===== src/verilog/emu_pkg.sv =====
package emu_pkg;

    // emulated time quantities, all in picoseconds
    typedef logic [23:0] dt_t;

    // upper bound on a single emulation step
    localparam dt_t DT_MAX = 24'h7f_ffff;

    // phase interpolator delay code
    typedef logic [8:0] code_t;

    // signed jitter offset in picoseconds
    typedef logic signed [7:0] jit_t;

    // one output transition waiting in the delay queue
    // remaining is measured from the entry ahead of it, or from now for the head
    typedef struct packed {
        logic level;
        dt_t  remaining;
    } edge_evt_t;

    // galois feedback mask of the jitter LFSR, right shifting form
    localparam logic [31:0] LFSR_TAPS = 32'h8020_0003;

endpackage

===== src/verilog/emu_top.sv =====
`timescale 1ns/1ps

module emu_top #(
    parameter int STEP_PS     = 2,
    parameter int OFFSET_PS   = 100,
    parameter int JITTER_SPAN = 32,
    parameter int QUEUE_DEPTH = 4
) (
    input  logic           emu_clk,
    input  logic           rst_n,
    input  emu_pkg::dt_t   half_period,
    input  logic           ctl_valid,
    input  emu_pkg::code_t ctl,
    input  logic [31:0]    jitter_seed,
    input  logic           jitter_en,
    output logic           clk_in,
    output logic           clk_out_slice,
    output emu_pkg::dt_t   emu_dt
);

    // step requests into the arbiter
    emu_pkg::dt_t req_osc;
    emu_pkg::dt_t req_pi;

    osc_model osc_model_i (
        .emu_clk    (emu_clk),
        .rst_n      (rst_n),
        .half_period(half_period),
        .emu_dt     (emu_dt),
        .clk_val    (clk_in),
        .dt_req     (req_osc)
    );

    phase_interpolator #(
        .STEP_PS    (STEP_PS),
        .OFFSET_PS  (OFFSET_PS),
        .JITTER_SPAN(JITTER_SPAN),
        .QUEUE_DEPTH(QUEUE_DEPTH)
    ) phase_interpolator_i (
        .emu_clk      (emu_clk),
        .rst_n        (rst_n),
        .ctl_valid    (ctl_valid),
        .ctl          (ctl),
        .jitter_seed  (jitter_seed),
        .jitter_en    (jitter_en),
        .clk_in       (clk_in),
        .emu_dt       (emu_dt),
        .clk_out_slice(clk_out_slice),
        .dt_req       (req_pi)
    );

    // the shared step goes back to every time-based block
    dt_arbiter dt_arbiter_i (
        .req_osc(req_osc),
        .req_pi (req_pi),
        .emu_dt (emu_dt)
    );

endmodule


===== src/verilog/dt_arbiter.sv =====
`timescale 1ns/1ps

module dt_arbiter (
    input  emu_pkg::dt_t req_osc,
    input  emu_pkg::dt_t req_pi,
    output emu_pkg::dt_t emu_dt
);

    emu_pkg::dt_t req_min;

    // smallest request wins so no block misses its next event
    assign req_min = (req_osc < req_pi) ? req_osc : req_pi;

    // idle blocks ask for DT_MAX, cap anything above it
    assign emu_dt = (req_min < emu_pkg::DT_MAX) ? req_min : emu_pkg::DT_MAX;

    // both requesters must keep time moving
    always_comb begin
        step_nonzero: assert final ($isunknown(emu_dt) || (emu_dt != '0))
            else $error("dt_arbiter: zero timestep, req_osc=%0d req_pi=%0d",
                        req_osc, req_pi);
    end

endmodule


===== src/verilog/phase_interpolator.sv =====
`timescale 1ns/1ps

module phase_interpolator #(
    parameter int STEP_PS     = 2,
    parameter int OFFSET_PS   = 100,
    parameter int JITTER_SPAN = 32,
    parameter int QUEUE_DEPTH = 4
) (
    input  logic           emu_clk,
    input  logic           rst_n,
    input  logic           ctl_valid,
    input  emu_pkg::code_t ctl,
    input  logic [31:0]    jitter_seed,
    input  logic           jitter_en,
    input  logic           clk_in,
    input  emu_pkg::dt_t   emu_dt,
    output logic           clk_out_slice,
    output emu_pkg::dt_t   dt_req
);

    emu_pkg::code_t code_q;
    emu_pkg::jit_t  jitter;
    logic           edge_strobe;

    // delays must stay positive for the most negative jitter
    if (OFFSET_PS < JITTER_SPAN / 2 + 1) begin : g_offset_check
        $error("phase_interpolator: OFFSET_PS too small for JITTER_SPAN");
    end

    // code takes effect for edges detected from the next cycle on
    always_ff @(posedge emu_clk or negedge rst_n) begin
        if (!rst_n) begin
            code_q <= '0;
        end else if (ctl_valid) begin
            code_q <= ctl;
        end
    end

    // seed is reloaded on the same strobe as the code
    jitter_gen #(
        .JITTER_SPAN(JITTER_SPAN)
    ) jitter_gen_i (
        .emu_clk  (emu_clk),
        .rst_n    (rst_n),
        .seed_load(ctl_valid),
        .seed     (jitter_seed),
        .step     (edge_strobe),
        .jitter_en(jitter_en),
        .jitter   (jitter)
    );

    clk_delay_core #(
        .STEP_PS    (STEP_PS),
        .OFFSET_PS  (OFFSET_PS),
        .QUEUE_DEPTH(QUEUE_DEPTH)
    ) clk_delay_core_i (
        .emu_clk    (emu_clk),
        .rst_n      (rst_n),
        .code       (code_q),
        .jitter     (jitter),
        .clk_i_val  (clk_in),
        .emu_dt     (emu_dt),
        .clk_o_val  (clk_out_slice),
        .edge_strobe(edge_strobe),
        .dt_req     (dt_req)
    );

endmodule


===== src/verilog/clk_delay_core.sv =====
`timescale 1ns/1ps

module clk_delay_core #(
    parameter int STEP_PS     = 2,
    parameter int OFFSET_PS   = 100,
    parameter int QUEUE_DEPTH = 4
) (
    input  logic           emu_clk,
    input  logic           rst_n,
    input  emu_pkg::code_t code,
    input  emu_pkg::jit_t  jitter,
    input  logic           clk_i_val,
    input  emu_pkg::dt_t   emu_dt,
    output logic           clk_o_val,
    output logic           edge_strobe,
    output emu_pkg::dt_t   dt_req
);

    // count width also covers a push on top of a full queue
    localparam int CW = $clog2(QUEUE_DEPTH + 2);
    localparam logic [CW-1:0] DEPTH = CW'(QUEUE_DEPTH);

    logic               clk_prev;
    emu_pkg::edge_evt_t q [QUEUE_DEPTH];
    logic [CW-1:0]      count;
    emu_pkg::dt_t       new_delay;
    emu_pkg::dt_t       pend_sum;
    emu_pkg::edge_evt_t ext [QUEUE_DEPTH+1];
    logic [CW-1:0]      ext_count;
    logic               head_fire;
    emu_pkg::edge_evt_t q_next [QUEUE_DEPTH];
    logic [CW-1:0]      count_next;

    // input transition seen one cycle after the oscillator toggled
    assign edge_strobe = (clk_i_val != clk_prev);

    // total delay of this edge, jitter sign extended
    assign new_delay = emu_pkg::dt_t'(OFFSET_PS)
                     + emu_pkg::dt_t'(code) * emu_pkg::dt_t'(STEP_PS)
                     + emu_pkg::dt_t'(jitter);

    // absolute time until the last pending edge
    always_comb begin
        pend_sum = '0;
        for (int i = 0; i < QUEUE_DEPTH; i++) begin
            if (i < int'(count)) begin
                pend_sum = pend_sum + q[i].remaining;
            end
        end
    end

    // queue as seen during this cycle, new edge appended behind the tail
    always_comb begin
        for (int i = 0; i < QUEUE_DEPTH; i++) begin
            ext[i] = q[i];
        end
        ext[QUEUE_DEPTH] = '0;
        ext_count = count;
        if (edge_strobe) begin
            ext[count] = '{level: clk_i_val, remaining: new_delay - pend_sum};
            ext_count  = count + 1'b1;
        end
    end

    // the delay of a fresh edge already counts down in its detection cycle
    assign dt_req    = (ext_count != '0) ? ext[0].remaining : emu_pkg::DT_MAX;
    assign head_fire = (ext_count != '0) && (ext[0].remaining == emu_dt);

    // only the head counts down, the rest keep their relative times
    always_comb begin
        for (int i = 0; i < QUEUE_DEPTH; i++) begin
            q_next[i] = head_fire ? ext[i+1] : ext[i];
        end
        if (!head_fire) begin
            q_next[0].remaining = ext[0].remaining - emu_dt;
        end
        count_next = head_fire ? ext_count - 1'b1 : ext_count;
        // clamp so the count stays a legal queue index
        if (count_next > DEPTH) begin
            count_next = DEPTH;
        end
    end

    always_ff @(posedge emu_clk or negedge rst_n) begin
        if (!rst_n) begin
            clk_prev  <= 1'b0;
            clk_o_val <= 1'b0;
            count     <= '0;
        end else begin
            clk_prev <= clk_i_val;
            count    <= count_next;
            if (head_fire) begin
                clk_o_val <= ext[0].level;
            end
        end
    end

    always_ff @(posedge emu_clk) begin
        q <= q_next;
    end

    // a full queue only takes a new edge when the head leaves in the same cycle
    no_overflow: assert property (
        @(posedge emu_clk) disable iff (!rst_n)
        (edge_strobe && (count == DEPTH)) |-> head_fire
    );

    // output edges keep input order, strictly after the last one queued
    edge_order: assert property (
        @(posedge emu_clk) disable iff (!rst_n)
        edge_strobe |-> (new_delay > pend_sum)
    );

    // a zero request would stall emulated time
    req_nonzero: assert property (
        @(posedge emu_clk) disable iff (!rst_n)
        dt_req != '0
    );

endmodule


===== src/verilog/jitter_gen.sv =====
`timescale 1ns/1ps

module jitter_gen #(
    parameter int JITTER_SPAN = 32
) (
    input  logic          emu_clk,
    input  logic          rst_n,
    input  logic          seed_load,
    input  logic [31:0]   seed,
    input  logic          step,
    input  logic          jitter_en,
    output emu_pkg::jit_t jitter
);

    localparam int JW = $clog2(JITTER_SPAN);
    localparam emu_pkg::jit_t HALF_SPAN = emu_pkg::jit_t'(JITTER_SPAN / 2);

    logic [31:0]   state;
    logic [31:0]   state_next;
    emu_pkg::jit_t raw;

    // shift right, fold the mask in when bit 0 falls out
    assign state_next = (state >> 1) ^ (state[0] ? emu_pkg::LFSR_TAPS : 32'h0);

    // low bits taken as unsigned, then centred around zero
    assign raw    = emu_pkg::jit_t'(state[JW-1:0]);
    assign jitter = jitter_en ? raw - HALF_SPAN : '0;

    always_ff @(posedge emu_clk or negedge rst_n) begin
        if (!rst_n) begin
            state <= 32'h1;
        end else if (seed_load) begin
            // all-zero state would lock the LFSR
            state <= (seed == 32'h0) ? 32'h1 : seed;
        end else if (step) begin
            state <= state_next;
        end
    end

    // the sequence must never reach the lock-up state
    state_nonzero: assert property (
        @(posedge emu_clk) disable iff (!rst_n)
        state != '0
    );

endmodule


===== src/verilog/osc_model.sv =====
`timescale 1ns/1ps

module osc_model (
    input  logic         emu_clk,
    input  logic         rst_n,
    input  emu_pkg::dt_t half_period,
    input  emu_pkg::dt_t emu_dt,
    output logic         clk_val,
    output emu_pkg::dt_t dt_req
);

    emu_pkg::dt_t remaining;
    logic         armed;
    emu_pkg::dt_t cur_rem;
    logic         toggle;
    logic         reload;

    // straight after reset the count is a full half period
    assign cur_rem = armed ? remaining : half_period;

    // toggle lands exactly on the end of this step
    assign toggle = (cur_rem == emu_dt);

    // cycles in which half_period is sampled
    assign reload = toggle || !armed;

    // never step past the next toggle
    assign dt_req = cur_rem;

    always_ff @(posedge emu_clk or negedge rst_n) begin
        if (!rst_n) begin
            armed     <= 1'b0;
            clk_val   <= 1'b0;
            remaining <= '0;
        end else begin
            armed <= 1'b1;
            if (toggle) begin
                clk_val   <= ~clk_val;
                remaining <= half_period;
            end else begin
                remaining <= cur_rem - emu_dt;
            end
        end
    end

    // a zero half period would request a zero step after the reload
    half_period_nonzero: assert property (
        @(posedge emu_clk) disable iff (!rst_n)
        reload |-> (half_period != '0)
    );

endmodule


===== config.mk =====
export PLATFORM = sky130hd
export DESIGN_NAME = emu_top
export DESIGN_NICKNAME = d
export VERILOG_FILES = /design/src/verilog/emu_pkg.sv /design/src/verilog/emu_top.sv /design/src/verilog/dt_arbiter.sv /design/src/verilog/phase_interpolator.sv /design/src/verilog/clk_delay_core.sv /design/src/verilog/jitter_gen.sv /design/src/verilog/osc_model.sv
export SDC_FILE = /design/constraint.sdc
export NUM_CORES = 1
export LEC_CHECK = 0
export BUFFER_PORTS_ARGS = -buffer_cell sky130_fd_sc_hd__buf_2
export CAP_MARGIN = 10
export CORE_ASPECT_RATIO = 0.8
export CORE_MARGIN = 2
export CORE_UTILIZATION = 49
export CTS_CLUSTER_DIAMETER = 200
export DETAILED_ROUTE_END_ITERATION = 8
export GPL_ROUTABILITY_DRIVEN = 0
export PLACE_DENSITY = 0.7
export RECOVER_POWER = 50
export SYNTH_ARGS = -nofsm -noshare
export SYNTH_HDL_FRONTEND = slang
export SYNTH_SLANG_ARGS = --single-unit
export TNS_END_PERCENT = 10

===== constraint.sdc =====
create_clock -name emu_clk -period 32.5 [get_ports emu_clk]
set_input_delay 3.25 -clock emu_clk [delete_from_list [all_inputs] [get_ports emu_clk]]
set_output_delay 3.25 -clock emu_clk [all_outputs]
set_load 0.03 [all_outputs]

Yosys cells after proc, flatten, opt, wreduce, memory -nomap -nowiden
Cells that the tools add are included.
{"block": "totals", "out_inout_bits": 26, "in_bits": 69, "regBits": 172}
{"block": "classes", "n_reduce_logical": 5, "n_eq_ne": 3, "n_lt_le_gt_ge": 9, "muxes": 26, "add_sub_neg": 11, "n_bitwise": 3}
{"cell": "24-bit 2-to-1 mux", "n": 10}
{"cell": "32-bit 2-to-1 mux", "n": 4}
{"cell": "125-bit bitwise mux", "n": 1}
{"cell": "125-bit 2-to-1 mux", "n": 1}
{"cell": "25-bit 2-to-1 mux", "n": 5}
{"cell": "25-bit demux with 3-bit select", "n": 1}
{"cell": "24-bit adder", "n": 3}
{"cell": "24-bit subtractor", "n": 3}
{"cell": "24-bit == test", "n": 2}
{"cell": "32-bit logical NOT", "n": 1}
{"cell": "31-bit by 32-bit XOR with 32-bit output", "n": 1}
{"cell": "24-bit by 23-bit less-than comparator with 1-bit output, second input constant", "n": 1}
{"cell": "24-bit less-than comparator", "n": 1}
{"cell": "12-bit by 8-bit adder with 13-bit output", "n": 1}
{"cell": "7-bit by 10-bit adder with 11-bit output, first input constant", "n": 1}
{"cell": "3-bit 2-to-1 mux", "n": 3}
{"cell": "8-bit 2-to-1 mux", "n": 1}
{"cell": "1-bit by 3-bit less-than comparator with 1-bit output, first input constant", "n": 2}
{"cell": "2-bit by 3-bit less-than comparator with 1-bit output, first input constant", "n": 2}
{"cell": "5-bit by 5-bit subtractor with 6-bit output, second input constant", "n": 1}
{"cell": "4-bit >= comparator, second input constant", "n": 1}
{"cell": "4-bit by 1-bit less-than comparator with 1-bit output, second input constant", "n": 1}
{"cell": "3-bit NOT with 4-bit output", "n": 1}
{"cell": "3-bit by 1-bit adder with 3-bit output, second input constant", "n": 1}
{"cell": "other kinds (7)", "n": 8}

Logic depth before layout (Yosys ltp)
Gate-level depths: netlist (run 1).
{"block": "logic_depth", "depth_word": 21, "mapped_depth": 81}

Hierarchy
A second synthesis (run 1) with hierarchy kept.
{"block": "hier_totals", "cells_unflattened": 2166, "hier_area_um2": 17112.7}
{"mod": "clk_delay_core", "area_each_um2": 11584.9, "n_inst": 1, "cells_each": 1554}
{"mod": "osc_model", "area_each_um2": 2632.5, "n_inst": 1, "cells_each": 315}
{"mod": "jitter_gen", "area_each_um2": 1649.1, "n_inst": 1, "cells_each": 163}
{"mod": "dt_arbiter", "area_each_um2": 874.6, "n_inst": 1, "cells_each": 115}
{"mod": "phase_interpolator", "area_each_um2": 371.6, "n_inst": 1, "cells_each": 19}

Worst setup path before layout (run 1)
OpenSTA, ideal clock, no wires.
{"block": "synth_path", "path_type": "reg-to-output", "from": "register phase_interpolator_i.clk_delay_core_i.count[1]", "to": "output port emu_dt[14]", "t_arrival_ns": 11.155, "stages_incl_launch_ff": 62, "n_path_buf": 5, "path_slack_ns": 18.095, "cell_sequence": "dfrtp_1 -> buf_2 -> or3_4 -> clkbuf_1 -> clkbuf_1 -> and2_1 -> ha_1 -> inv_1 -> fa_1 -> nor2b_1 -> o211ai_1 -> and2_1 -> xnor2_1 -> o21ai_0 -> nand2_1 -> o21ai_0 -> ha_1 -> a21boi_0 -> [26 not listed] -> xnor2_1 -> xor3_1 -> xnor2_1 -> mux2_2 -> nand2_1 -> ha_1 -> nand4_1 -> nor2_1 -> a211oi_1 -> nand2_1 -> nand2_1 -> o21ai_0 -> a21oi_2 -> a21boi_4 -> clkbuf_1 -> clkbuf_1 -> and2_1 -> inv_1"}
{"block": "synth_via", "elab_chain_len": 16}
{"element": "start: declaration", "line": "clk_delay_core.sv:25", "text": "logic [CW-1:0] count;"}
{"element": "start signal: assignment", "line": "clk_delay_core.sv:91", "text": "count <= count_next;"}
{"element": "1-bit by 3-bit less-than comparator with 1-bit output", "line": "clk_delay_core.sv:46", "text": "if (i < int'(count)) begin"}
{"element": "24-bit 2-to-1 mux", "line": "clk_delay_core.sv:46"}
{"element": "24-bit adder", "line": "clk_delay_core.sv:47", "text": "pend_sum = pend_sum + q[i].remaining;"}
{"element": "24-bit 2-to-1 mux", "line": "clk_delay_core.sv:46"}
{"element": "24-bit adder", "line": "clk_delay_core.sv:47"}
{"element": "24-bit 2-to-1 mux", "line": "clk_delay_core.sv:46"}
{"element": "24-bit adder", "line": "clk_delay_core.sv:47"}
{"element": "24-bit 2-to-1 mux", "line": "clk_delay_core.sv:46"}
{"element": "24-bit subtractor", "line": "clk_delay_core.sv:60", "text": "ext[count] = '{level: clk_i_val, remaining: new_delay - pend_sum};"}
{"element": "125-bit bitwise mux", "line": "clk_delay_core.sv:60"}
{"element": "125-bit 2-to-1 mux", "line": "clk_delay_core.sv:59", "text": "if (edge_strobe) begin"}
{"element": "24-bit 2-to-1 mux *", "line": "clk_delay_core.sv:66", "text": "assign dt_req = (ext_count != '0) ? ext[0].remaining : emu_pkg::DT_MAX;"}
{"element": "24-bit less-than comparator", "line": "dt_arbiter.sv:12", "text": "assign req_min = (req_osc < req_pi) ? req_osc : req_pi;"}
{"element": "24-bit 2-to-1 mux *", "line": "dt_arbiter.sv:12"}
{"element": "24-bit by 23-bit less-than comparator with 1-bit output", "line": "dt_arbiter.sv:15", "text": "assign emu_dt = (req_min < emu_pkg::DT_MAX) ? req_min : emu_pkg::DT_MAX;"}
{"element": "24-bit 2-to-1 mux *", "line": "dt_arbiter.sv:15"}
{"element": "end: declaration", "line": "emu_top.sv:18", "text": "output emu_pkg::dt_t emu_dt"}
Mark *: on every way between the ends. The rest lies on a longest branch, timed or not.

==> impl_results.md, run 1 <==
- Antenna diode instance count: 0
- Total CTS buffers: 17
- Syn Nets: 2543
- Synthesized cell area: 17600 µm²
- H-tree levels: 4
- Max Cap Violations: 5
- Setup TNS: 0 ns
- Seq. cell area: 3800 µm²
- Die H: 174 µm
- Vias in the first global route: 16200
- Final Cycle Share: 69.9%
- Number of fill cells: 3413
- Synth Register Bits: 172
- Drt first pass iters: 5
- Min-Delay Path Class: reg2reg
- Full die area: 37500 µm²
- Critical path startpoint: phase_interpolator_i.clk_delay_core_i.count[0]
- GRT Overall Usage: 28.6%
- Clk Latency, worst-skew pair: 0.49 ns
- Slew HR: -165%
- Share of flip-flops with an asynchronous set or reset: 41.9%
- Post-Synthesis Cells: 2302
- Max Fclk: 0.0440 GHz
- Share of post-route cells with drive strength above 1: 9.34%
- Synth Area in Adders: 13.0%
- Post-synthesis sequential area ratio: 21.6%
- Chip width: 216 µm
- R2r startpoint: phase_interpolator_i.clk_delay_core_i.count[0]
- Routed met3 length: 5.20 mm
- Startpoint Class: register
- CTS tree: yes
- Core Util, Final: 52.9%
- Metal2 WL: 23.1 mm
- Maximum buffer depth of the clock tree: 2
- GR Overflow Total: 0
- Largest net degree at the start of global routing: 75
- Global-route wire length before repair: 86.1 mm
- IO Port Bufs: 93
- Initial Util: 49.4%
- Reg-to-reg slack, setup: 9.77 ns
- Status: finished, violations left
- Worst Setup EP: phase_interpolator_i.clk_delay_core_i.q[59]
- R2R cell count: 63
- Wire length per cell: 19.2 µm
- # DRC: 0
- Terminus of the critical flop-to-flop path: phase_interpolator_i.clk_delay_core_i.q[59]
- Critical path class: reg2reg
- Max Used Layer: met4
- Area Overhead vs Synth: 7.19%
- Post-synthesis mux area share: 5.43%
- Crit path arrival time: 23.05 ns
- Post-Route WL: 54.2 mm
- Nets: 2573
- Post-CTS setup buffer count: 0
- Dpl hpwl: 42.4 mm
- Syn Area/Cell: 7.66 µm²
- Largest stage delay on the critical path: 2.80 ns
- Hold-fix buffers, CTS: 0
- Iter 0 DRT Violations: 1869
- Worst path most repeated cell: o21ai_0
- Core area: 35700 µm²
- Post-Route Skew: 0.0204 ns
- Root Buffer: clkbuf_16
- Simple-gate portion of the synthesized area: 19.3%
- DRT antenna net count: 0
- Clock transition at path regs: 0.07 ns
- Worst-Margin Slew: 3.97 ns
- Critical Path RT: 32.82 ns
- Period minus WS final: 22.73 ns
- EDFF count, synth: 0
- Vias per std cell: 6.20
- Max-slew violation count: 284
- Initial antenna violation count: 0
- Worst Path Max Fanout: 53
- Setup crit end kind: register
- Compound-cell area share of the yosys netlist: 28.6%
- Primary FF master, synth: dfxtp_1
- Worst path slowest cell: a21boi_0
- Synth Area in XOR/XNOR: 6.86%
- CTS sink count: 172
- RSZ-0062 raised after global routing: false
- Cell Rows: 62
- Ports: 95
- Synth cell types: 108
- Yosys warns: 0
- Largest family of logic cells by synthesized area: compound AO/OA/AOI/OAI gates
- Final Hold Fails: 0
- Setup Viol. Count Final: 0
- Failing checks: max-capacitance violations, max-slew violations
- DRT met1 WL: 24.7 mm
- Quantity of gates resized following cts: 0
- Multi-input logic area: 12900 µm²
- Via count: 17500
[worst max-delay path: cells and delay by family (launching register included)]
kind | cells | cell delay, ns
adders and majority gates | 7 | 2.31
and+or+nand+nor | 18 | 4.86
xor gates and xnor gates | 5 | 1.32
muxes | 1 | 0.36
AOI/OAI and AO/OA | 29 | 9.30
buffers and inverters | 3 | 3.46
DFF | 1 | 0.87
[cells by family (layout without fill, tap and decap cells)]
family          count (synthesis)  after routing
simple gates                  717            717
flops                         172            172
mux                            91             91
compound gates                788            788
other cells                     2              2
fa+ha+maj                     181            181
buf+inv                       220            263
xor+xnor                      131            131
[metrics by stage]
stage	area (µm²)	worst slack [ns]	cells	hold WS (ns)
6_report	18900	9.77	2825	0.485
4_1_cts	18900	15.49	2825	0.490
5_1_grt	18900	8.10	2825	0.508
3_3_place_gp	18400	16.53	2793	0.451
2_1_floorplan	17600	18.09	2302	0.449
3_5_place_dp	18400	15.97	2793	0.470
[sequential cells by signal, summed over array words and instances, names as in the netlist]
register and flops:
osc_model_i.armed 1, osc_model_i.clk_val 1, osc_model_i.remaining 24, phase_interpolator_i.clk_delay_core_i.clk_o_val 1
phase_interpolator_i.clk_delay_core_i.clk_prev 1, phase_interpolator_i.clk_delay_core_i.count 3, phase_interpolator_i.clk_delay_core_i.q 100, phase_interpolator_i.code_q 9
phase_interpolator_i.jitter_gen_i.state 32
[worst min-delay path by stage]
stage,from,endpoint,slack [ns],depth (start not counted)
CTS,phase_interpolator_i.clk_delay_core_i.q[24],phase_interpolator_i.clk_delay_core_i.q[24],0.49,1
finish,phase_interpolator_i.clk_delay_core_i.q[24],phase_interpolator_i.clk_delay_core_i.q[24],0.48,1
global placement,phase_interpolator_i.clk_delay_core_i.clk_o_val,phase_interpolator_i.clk_delay_core_i.clk_o_val,0.45,2
floorplan,phase_interpolator_i.clk_delay_core_i.q[24],phase_interpolator_i.clk_delay_core_i.q[24],0.45,1
global route,phase_interpolator_i.clk_delay_core_i.q[9],phase_interpolator_i.clk_delay_core_i.q[9],0.51,1
detailed placement,phase_interpolator_i.clk_delay_core_i.q[24],phase_interpolator_i.clk_delay_core_i.q[24],0.47,1
[synth_stat cells, drive strengths merged, types with 45 or more instances]
master	count	area share, %
nand2	277	5.9
o21ai	239	6.9
a21oi	187	5.4
nor2	166	3.6
ha	165	12
inv	114	2.4
dfxtp	100	11
xnor2	88	4.5
dfrtp	71	10
clkbuf	68	1.4
mux2i	60	3.4
a21o	45	1.9
[layout by cell type, fill, tap and decap left out, drive strengths merged, types with 40 or more instances in the layout]
| cell | n |
|---|---|
| ha | 165 |
| nor3 | 40 |
| mux2i | 60 |
| xor2 | 41 |
| a21o | 45 |
| inv | 120 |
| nor2 | 166 |
| buf | 108 |
| nand3 | 40 |
| dfrtp | 71 |
| o21ai | 239 |
| nand2 | 277 |
| xnor2 | 88 |
| dfxtp | 100 |
| a21oi | 187 |
[layout make-up]
type,count,share of cell area (%)
tap,480,3.18
clock buffer,20,2.31
timing repair buffer,115,3.25
inverter,116,2.30
clock inverter,12,0.563
sequential,172,20.1
multi-input combinational,1910,68.2
[metal layers]
layer	vias up	global-route usage, %
li1	8456	-
met1	8221	40.8
met2	762	43.2
met3	76	6.07
met4	0	8.39
met5	-	0
Power of run 1 is left out: the tool's default activity adds up to more than one toggle a clock period on the data nets, which glitch-free logic cannot reach.
==> run 2, diff against run 1 <==
==> constraint.sdc (replaced) <==
create_clock -name emu_clk -period 23.5 [get_ports emu_clk]
set_input_delay 2.35 -clock emu_clk [delete_from_list [all_inputs] [get_ports emu_clk]]
set_output_delay 2.35 -clock emu_clk [all_outputs]
set_load 0.03 [all_outputs]
==> impl_results.md, run 2 (same netlist as run 1, synthesis figures left out) <==
- # DRC: 0 (unchanged)
- Worst Path Max Fanout: 52 (was 53)
- Die H: 174 µm (unchanged)
- DRT met1 WL: 25.1 mm (was 24.7 mm)
- Setup Viol. Count Final: 0 (unchanged)
- Iter 0 DRT Violations: 1964 (was 1869)
- Worst hold path endpoint: phase_interpolator_i.clk_delay_core_i.clk_o_val (was phase_interpolator_i.clk_delay_core_i.q[24])
- Chip width: 216 µm (unchanged)
- DRT antenna net count: 0 (unchanged)
- Wire length per cell: 19.6 µm (was 19.2 µm)
- Post-Route Skew: 0.0108 ns (was 0.0204 ns)
- Hold Crit Depth: 2 (was 1)
- Startpoint Class: register (unchanged)
- Critical path class: reg2reg (unchanged)
- Period minus WS final: 18.35 ns (was 22.73 ns)
- Via count: 17700 (was 17500)
- Quantity of gates resized following cts: 0 (unchanged)
- Terminus of the critical flop-to-flop path: phase_interpolator_i.clk_delay_core_i.q[11] (was phase_interpolator_i.clk_delay_core_i.q[59])
- Vias in the first global route: 16400 (was 16200)
- Worst path slowest cell: nor2_1 (was a21boi_0)
- Full die area: 37500 µm² (unchanged)
- Reg-to-reg slack, setup: 5.15 ns (was 9.77 ns)
- Post-Route WL: 55.3 mm (was 54.2 mm)
- Drt first pass iters: 7 (was 5)
- Root Buffer: clkbuf_16 (unchanged)
- Commonest non-fill, non-tap cell in the layout: nand2_1 (unchanged)
- Global-route wire length before repair: 88.2 mm (was 86.1 mm)
- Ports: 95 (unchanged)
- Routed met3 length: 5.43 mm (was 5.20 mm)
- Min-Delay Path Class: reg2reg (unchanged)
- Clock transition at path regs: 0.07 ns (about the same)
- Largest stage delay on the critical path: 1.22 ns (was 2.80 ns)
- Vias per std cell: 6.27 (was 6.20)
- R2r startpoint: phase_interpolator_i.clk_delay_core_i.count[0] (unchanged)
- Total CTS buffers: 17 (unchanged)
- Area Overhead vs Synth: 7.50% (was 7.19%)
- Final Hold Fails: 0 (unchanged)
- GR Overflow Total: 0 (unchanged)
- Max Used Layer: met4 (unchanged)
- Reg with most FFs: phase_interpolator_i.clk_delay_core_i.q (unchanged)
- H-tree levels: 4 (unchanged)
- Setup crit end kind: register (unchanged)
- Metal2 WL: 23.5 mm (was 23.1 mm)
- Critical Path RT: 23.87 ns (was 32.82 ns)
- Worst path most repeated cell: o21ai_0 (unchanged)
- Most frequent cells in the layout: 276 x nand2_1, 215 x o21ai_0, 184 x a21oi_1 (was 276 x nand2_1, 216 x o21ai_0, 184 x a21oi_1)
- Crit path arrival time: 18.72 ns (was 23.05 ns)
- R2R cell count: 66 (was 63)
- Slew HR: -169% (was -165%)
- Initial antenna violation count: 1 (was 0)
- Max reg flops: 100 (unchanged)
- IO Port Bufs: 93 (unchanged)
- Core area: 35700 µm² (unchanged)
- Maximum buffer depth of the clock tree: 2 (unchanged)
- Cell Rows: 62 (unchanged)
- Hold-fix buffers, CTS: 0 (unchanged)
- Share of post-route cells with drive strength above 1: 9.51% (was 9.34%)
- Clk Latency, worst-skew pair: 0.47 ns (was 0.49 ns)
- Final Cycle Share: 78.1% (was 69.9%)
- Biggest regs: phase_interpolator_i.clk_delay_core_i.q x100, phase_interpolator_i.jitter_gen_i.state x32, osc_model_i.remaining x24 (unchanged)
- Post-CTS setup buffer count: 0 (unchanged)
- Max Cap Violations: 3 (was 5)
- RSZ-0062 raised after global routing: false (unchanged)
- Max-slew violation count: 168 (was 284)
- Max Fclk: 0.0545 GHz (was 0.0440 GHz)
- Dpl hpwl: 42.8 mm (was 42.4 mm)
- Failing checks: max-capacitance violations, max-slew violations (unchanged)
- Status: finished, violations left (unchanged)
- Largest net degree at the start of global routing: 75 (unchanged)
- CTS sink count: 172 (unchanged)
- Setup TNS: 0 ns (unchanged)
- GRT Overall Usage: 29.3% (was 28.6%)
- Worst-Margin Slew: 4.03 ns (was 3.97 ns)
- Worst min-delay path startpoint: phase_interpolator_i.clk_delay_core_i.clk_o_val (was phase_interpolator_i.clk_delay_core_i.q[24])
- Initial Util: 49.4% (unchanged)
- CTS tree: yes (unchanged)
- Nets: 2574 (was 2573)
## run 2: changes by cell type in the layout (fill, tap and decap cells not counted), sizes merged
cell	before	now
diode	0	1
inv	120	121
buf	108	111
clkinvlp	1	3
clkinv	7	3
clkbuf	27	26
## run 2: area by class of cell
type                       instances  area, µm²
timing repair buffer             116        629
tap                              480        601
antenna                            1       2.50
inverter                         116        435
sequential                       172       3800
clock inverter                    11       96.3
clock buffer                      21        482
fill                            3480      16700
multi-input combinational       1910      12900
## run 2: metal layers
layer	GRT usage [%]	up-vias
met3	6.35	97
met4	9.08	0
li1	-	8478
met1	42.3	8331
met2	43.5	816
met5	0	-
## run 2: stage by stage
step / worst slack (ns) / std cells / hold slack (ns) / area, µm² / util [%]
global placement: 7.94 / 2794 / 0.452 / 18400 / 51.6
CTS: 7.18 / 2826 / 0.492 / 19000 / 53.2
finish: 5.15 / 2827 / 0.493 / 18900 / 53.1
detailed placement: 7.34 / 2794 / 0.481 / 18400 / 51.6
floorplan: 9.28 / 2302 / 0.449 / 17600 / -
global route: 3.63 / 2826 / 0.514 / 18900 / 53.1
## run 2: worst max-delay path, delay by kind of cell, from the launching register on
kind | cells | cell delay [ns]
xor gates and xnor gates | 4 | 1.01
buffers and inverters | 5 | 1.88
AOI/OAI and AO/OA | 28 | 6.87
muxes | 1 | 0.41
and+or+nand+nor | 21 | 5.17
adders and majority gates | 7 | 1.94
DFF | 1 | 0.88
## run 2: how the worst max path moves through the flow
| stage | start | to | slack (ns) |
|---|---|---|---|
| 3_5_place_dp | phase_interpolator_i.clk_delay_core_i.count[0] | osc_model_i.remaining[22] | 7.34 |
| 3_3_place_gp | phase_interpolator_i.clk_delay_core_i.count[0] | osc_model_i.remaining[22] | 7.94 |
| 4_1_cts | phase_interpolator_i.clk_delay_core_i.count[0] | osc_model_i.remaining[22] | 7.18 |
| 6_report | phase_interpolator_i.clk_delay_core_i.count[0] | phase_interpolator_i.clk_delay_core_i.q[11] | 5.15 |
| 5_1_grt | phase_interpolator_i.clk_delay_core_i.count[0] | phase_interpolator_i.clk_delay_core_i.q[24] | 3.63 |
| 2_1_floorplan | phase_interpolator_i.clk_delay_core_i.count[1] | osc_model_i.remaining[22] | 9.28 |
Power of run 2 is left out for the same reason.
==> run 3, diff against run 2 <==
--- a/config.mk
+++ b/config.mk
@@ -5,6 +5,7 @@
 export SDC_FILE = /design/constraint.sdc
 export NUM_CORES = 1
 export LEC_CHECK = 0
+export ABC_AREA = 1
 export BUFFER_PORTS_ARGS = -buffer_cell sky130_fd_sc_hd__buf_2
 export CAP_MARGIN = 10
 export CORE_ASPECT_RATIO = 0.8
@@ -13,7 +14,7 @@
 export CTS_CLUSTER_DIAMETER = 200
 export DETAILED_ROUTE_END_ITERATION = 8
 export GPL_ROUTABILITY_DRIVEN = 0
-export PLACE_DENSITY = 0.7
+export PLACE_DENSITY = 0.73
 export RECOVER_POWER = 50
 export SYNTH_ARGS = -nofsm -noshare
 export SYNTH_HDL_FRONTEND = slang
==> constraint.sdc (replaced) <==
create_clock -name emu_clk -period 16.1 [get_ports emu_clk]
set_input_delay 1.61 -clock emu_clk [delete_from_list [all_inputs] [get_ports emu_clk]]
set_output_delay 1.61 -clock emu_clk [all_outputs]
set_load 0.03 [all_outputs]
==> impl_results.md, run 3 <==
- Status: finished, violations left (unchanged)
- Failing checks: max-capacitance violations, max-slew violations (unchanged)
- Vias in the first global route: 17000 (was 16400)
- GRT Overall Usage: 27.9% (was 29.3%)
- Post-Route Skew: 0.0175 ns (was 0.0108 ns)
- Core area: 35800 µm² (was 35700 µm²)
- Most common cell in the netlist: nand2_1 (unchanged)
- Startpoint Class: register (unchanged)
- Synth area leader: nand2_1 (was ha_1)
- Critical Path RT: 16.41 ns (was 23.87 ns)
- Iter 0 DRT Violations: 1784 (was 1964)
- Synthesized cell area: 17800 µm² (was 17600 µm²)
- Post-Synthesis Cells: 2710 (was 2302)
- GR Util met1: 39.6% (was 42.3%)
- Setup Viol. Count Final: 0 (unchanged)
- Area Overhead vs Synth: 7.36% (was 7.50%)
- Largest stage delay on the critical path: 0.52 ns (was 1.22 ns)
- Max-slew violation count: 118 (was 168)
- Share of flip-flops with an asynchronous set or reset: 41.9% (unchanged)
- Ports: 95 (unchanged)
- Critical path class: reg2reg (unchanged)
- Post-synth top cells: 667 x nand2_1, 321 x inv_1, 263 x o21ai_0, 225 x nor2_1, 165 x ha_1 (was 276 x nand2_1, 214 x o21ai_0, 184 x a21oi_1, 165 x ha_1, 162 x nor2_1)
- Setup TNS: 0 ns (unchanged)
- Final Cycle Share: 92.5% (was 78.1%)
- Maximum buffer depth of the clock tree: 2 (unchanged)
- Final Hold Fails: 0 (unchanged)
- Syn Nets: 2951 (was 2543)
- Share of the synthesized area in the top cell type: 14.1% (was 11.7%)
- DRT antenna net count: 0 (unchanged)
- Dpl hpwl: 42.2 mm (was 42.8 mm)
- Chip width: 217 µm (was 216 µm)
- Syn Area/Cell: 6.55 µm² (was 7.66 µm²)
- Setup crit end kind: register (unchanged)
- Worst-Margin Slew: 3.99 ns (was 4.03 ns)
- # DRC: 0 (unchanged)
- Initial antenna violation count: 0 (was 1)
- Largest net degree at the start of global routing: 73 (was 75)
- M3 GR Usage: 6.07% (was 6.35%)
- CTS sink count: 172 (unchanged)
- Clock transition at path regs: 0.08 ns (was 0.07 ns)
- Post-synthesis sequential area ratio: 21.4% (was 21.6%)
- Core Util, Final: 53.2% (was 53.1%)
- Post-Route WL: 53.5 mm (was 55.3 mm)
- Most frequent cells in the layout: 666 x nand2_1, 322 x inv_1, 261 x o21ai_0 (was 276 x nand2_1, 215 x o21ai_0, 184 x a21oi_1)
- Share of post-route cells with drive strength above 1: 8.56% (was 9.51%)
- Synth Register Bits: 172 (unchanged)
- Largest cells by area after synthesis: nand2_1 14%, ha_1 12%, dfxtp_1 11% (was ha_1 12%, dfxtp_1 11%, dfrtp_1 10%)
- Die H: 174 µm (about the same)
- Cell Rows: 62 (unchanged)
- Synth cell types: 70 (was 108)
- Min-Delay Path Class: reg2reg (unchanged)
- Via count: 18400 (was 17700)
- Yosys warns: 0 (unchanged)
- Wire length per cell: 16.5 µm (was 19.6 µm)
- GR Util met2: 42.6% (was 43.5%)
- GR Overflow Total: 0 (unchanged)
- Drt first pass iters: 6 (was 7)
- Max reg flops: 100 (unchanged)
- Slew HR: -166% (was -169%)
- Root Buffer: clkbuf_16 (unchanged)
- Antenna diode instance count: 0 (was 1)
- Initial Util: 49.5% (was 49.4%)
- H-tree levels: 4 (unchanged)
- Worst path most repeated cell: nand2_1 (was o21ai_0)
- Crit path arrival time: 15.20 ns (was 18.72 ns)
- Busiest grt layer: met2 (unchanged)
- Reg with most FFs: phase_interpolator_i.clk_delay_core_i.q (unchanged)
- Clk Latency, worst-skew pair: 0.47 ns (about the same)
- Hold Crit Depth: 0 (was 2)
- IO Port Bufs: 93 (unchanged)
- Period minus WS final: 14.89 ns (was 18.35 ns)
- EDFF count, synth: 0 (unchanged)
- R2R cell count: 77 (was 66)
- Commonest non-fill, non-tap cell in the layout: nand2_1 (unchanged)
- Post-CTS setup buffer count: 0 (unchanged)
- Biggest regs: phase_interpolator_i.clk_delay_core_i.q x100, phase_interpolator_i.jitter_gen_i.state x32, osc_model_i.remaining x24 (unchanged)
- Max Fclk: 0.0672 GHz (was 0.0545 GHz)
- Max Cap Violations: 2 (was 3)
- Total CTS buffers: 17 (unchanged)
- Worst path slowest cell: dfrtp_2 (was nor2_1)
- Primary FF master, synth: dfxtp_1 (unchanged)
- Worst Path Max Fanout: 32 (was 52)
- CTS tree: yes (unchanged)
- Global-route wire length before repair: 85.6 mm (was 88.2 mm)
- Number of fill cells: 3619 (was 3480)
- Vias per std cell: 5.68 (was 6.27)
- Nets: 2996 (was 2574)
- Fin Hold WS: 0.490 ns (was 0.493 ns)
- Full die area: 37800 µm² (was 37500 µm²)
==> run 3: changes by cell type after synthesis, sizes merged, moves of 29 or more <==
cell / before / now
nand2: 277 / 691
o21a: 35 / 5
and2: 36 / 2
a21o: 45 / 7
xnor2: 88 / 42
nor3: 40 / 69
o21ai: 239 / 310
inv: 114 / 330
nand3: 40 / 148
nor2: 166 / 238
==> run 3: what timing repair did <==
item	4_1_cts	5_1_grt
hold buffers	0	0
resized for setup	0	16
endpoints found under the setup margin	0	115
==> run 3: logic make-up (layout without fill, tap and decap cells) <==
logic type	after synthesis	in the layout	share of synthesized area [%]
muxes	52	52	2.99
adders and majority gates	172	172	12.4
and+or+nand+nor	1234	1236	30.7
buffers and inverters	419	475	10.4
AOI/OAI and AO/OA	556	556	16.9
DFF	172	172	21.4
other	2	2	0.0423
xor gates and xnor gates	103	103	5.08
==> run 3: per-stage QoR <==
step | std cells | area (µm²) | setup WS, ns
after global routing | 3248 | 19100 | -0.0214
final | 3248 | 19100 | 1.21
after CTS | 3246 | 19000 | 0.616
after global placement | 3214 | 18400 | 1.33
after detailed placement | 3214 | 18400 | 0.685
after floorplan | 2710 | 17800 | 3.44
==> run 3: metal layers <==
| metal | part of all wire [%] | up-vias |
|---|---|---|
| met5 | 0 | - |
| met1 | 46 | 8518 |
| li1 | - | 9121 |
| met3 | 9.1 | 89 |
| met4 | 2.1 | 0 |
| met2 | 43 | 719 |
==> run 3: final timing paths <==
check / to / startpoint / slack, ns
worst max register to register: osc_model_i.remaining[22] / phase_interpolator_i.clk_delay_core_i.count[2] / 1.21
worst min-delay path: phase_interpolator_i.clk_delay_core_i.clk_prev / osc_model_i.clk_val / 0.49
worst min register to register: phase_interpolator_i.clk_delay_core_i.clk_prev / osc_model_i.clk_val / 0.49
max in group asynchronous: phase_interpolator_i.clk_delay_core_i.count[2] / rst_n / 11.04
min in group asynchronous: osc_model_i.remaining[3] / rst_n / 2.52
worst max-delay path: osc_model_i.remaining[22] / phase_interpolator_i.clk_delay_core_i.count[2] / 1.21
==> run 3: area by class of cell <==
type / count / area [µm²] / share of cell area (%)
clock inverter: 15 / 188 / 0.985
clock buffer: 17 / 425 / 2.23
inverter: 333 / 1260 / 6.62
timing repair buffer: 110 / 579 / 3.04
tap: 480 / 601 / 3.15
multi-input combinational: 2121 / 12200 / 64.0
sequential: 172 / 3810 / 20.0
==> run 3: critical path: cells and delay by family, from the launching register on <==
| kind | cells | cell delay, ns |
|---|---|---|
| AND/OR/NAND/NOR | 38 | 5.77 |
| AO/OA/AOI/OAI | 22 | 4.85 |
| adder cells (fa/ha/maj) | 7 | 2.21 |
| buffers and inverters | 7 | 0.99 |
| flip-flops | 1 | 0.52 |
| XOR/XNOR | 3 | 0.37 |
Power of run 3 is left out for the same reason.
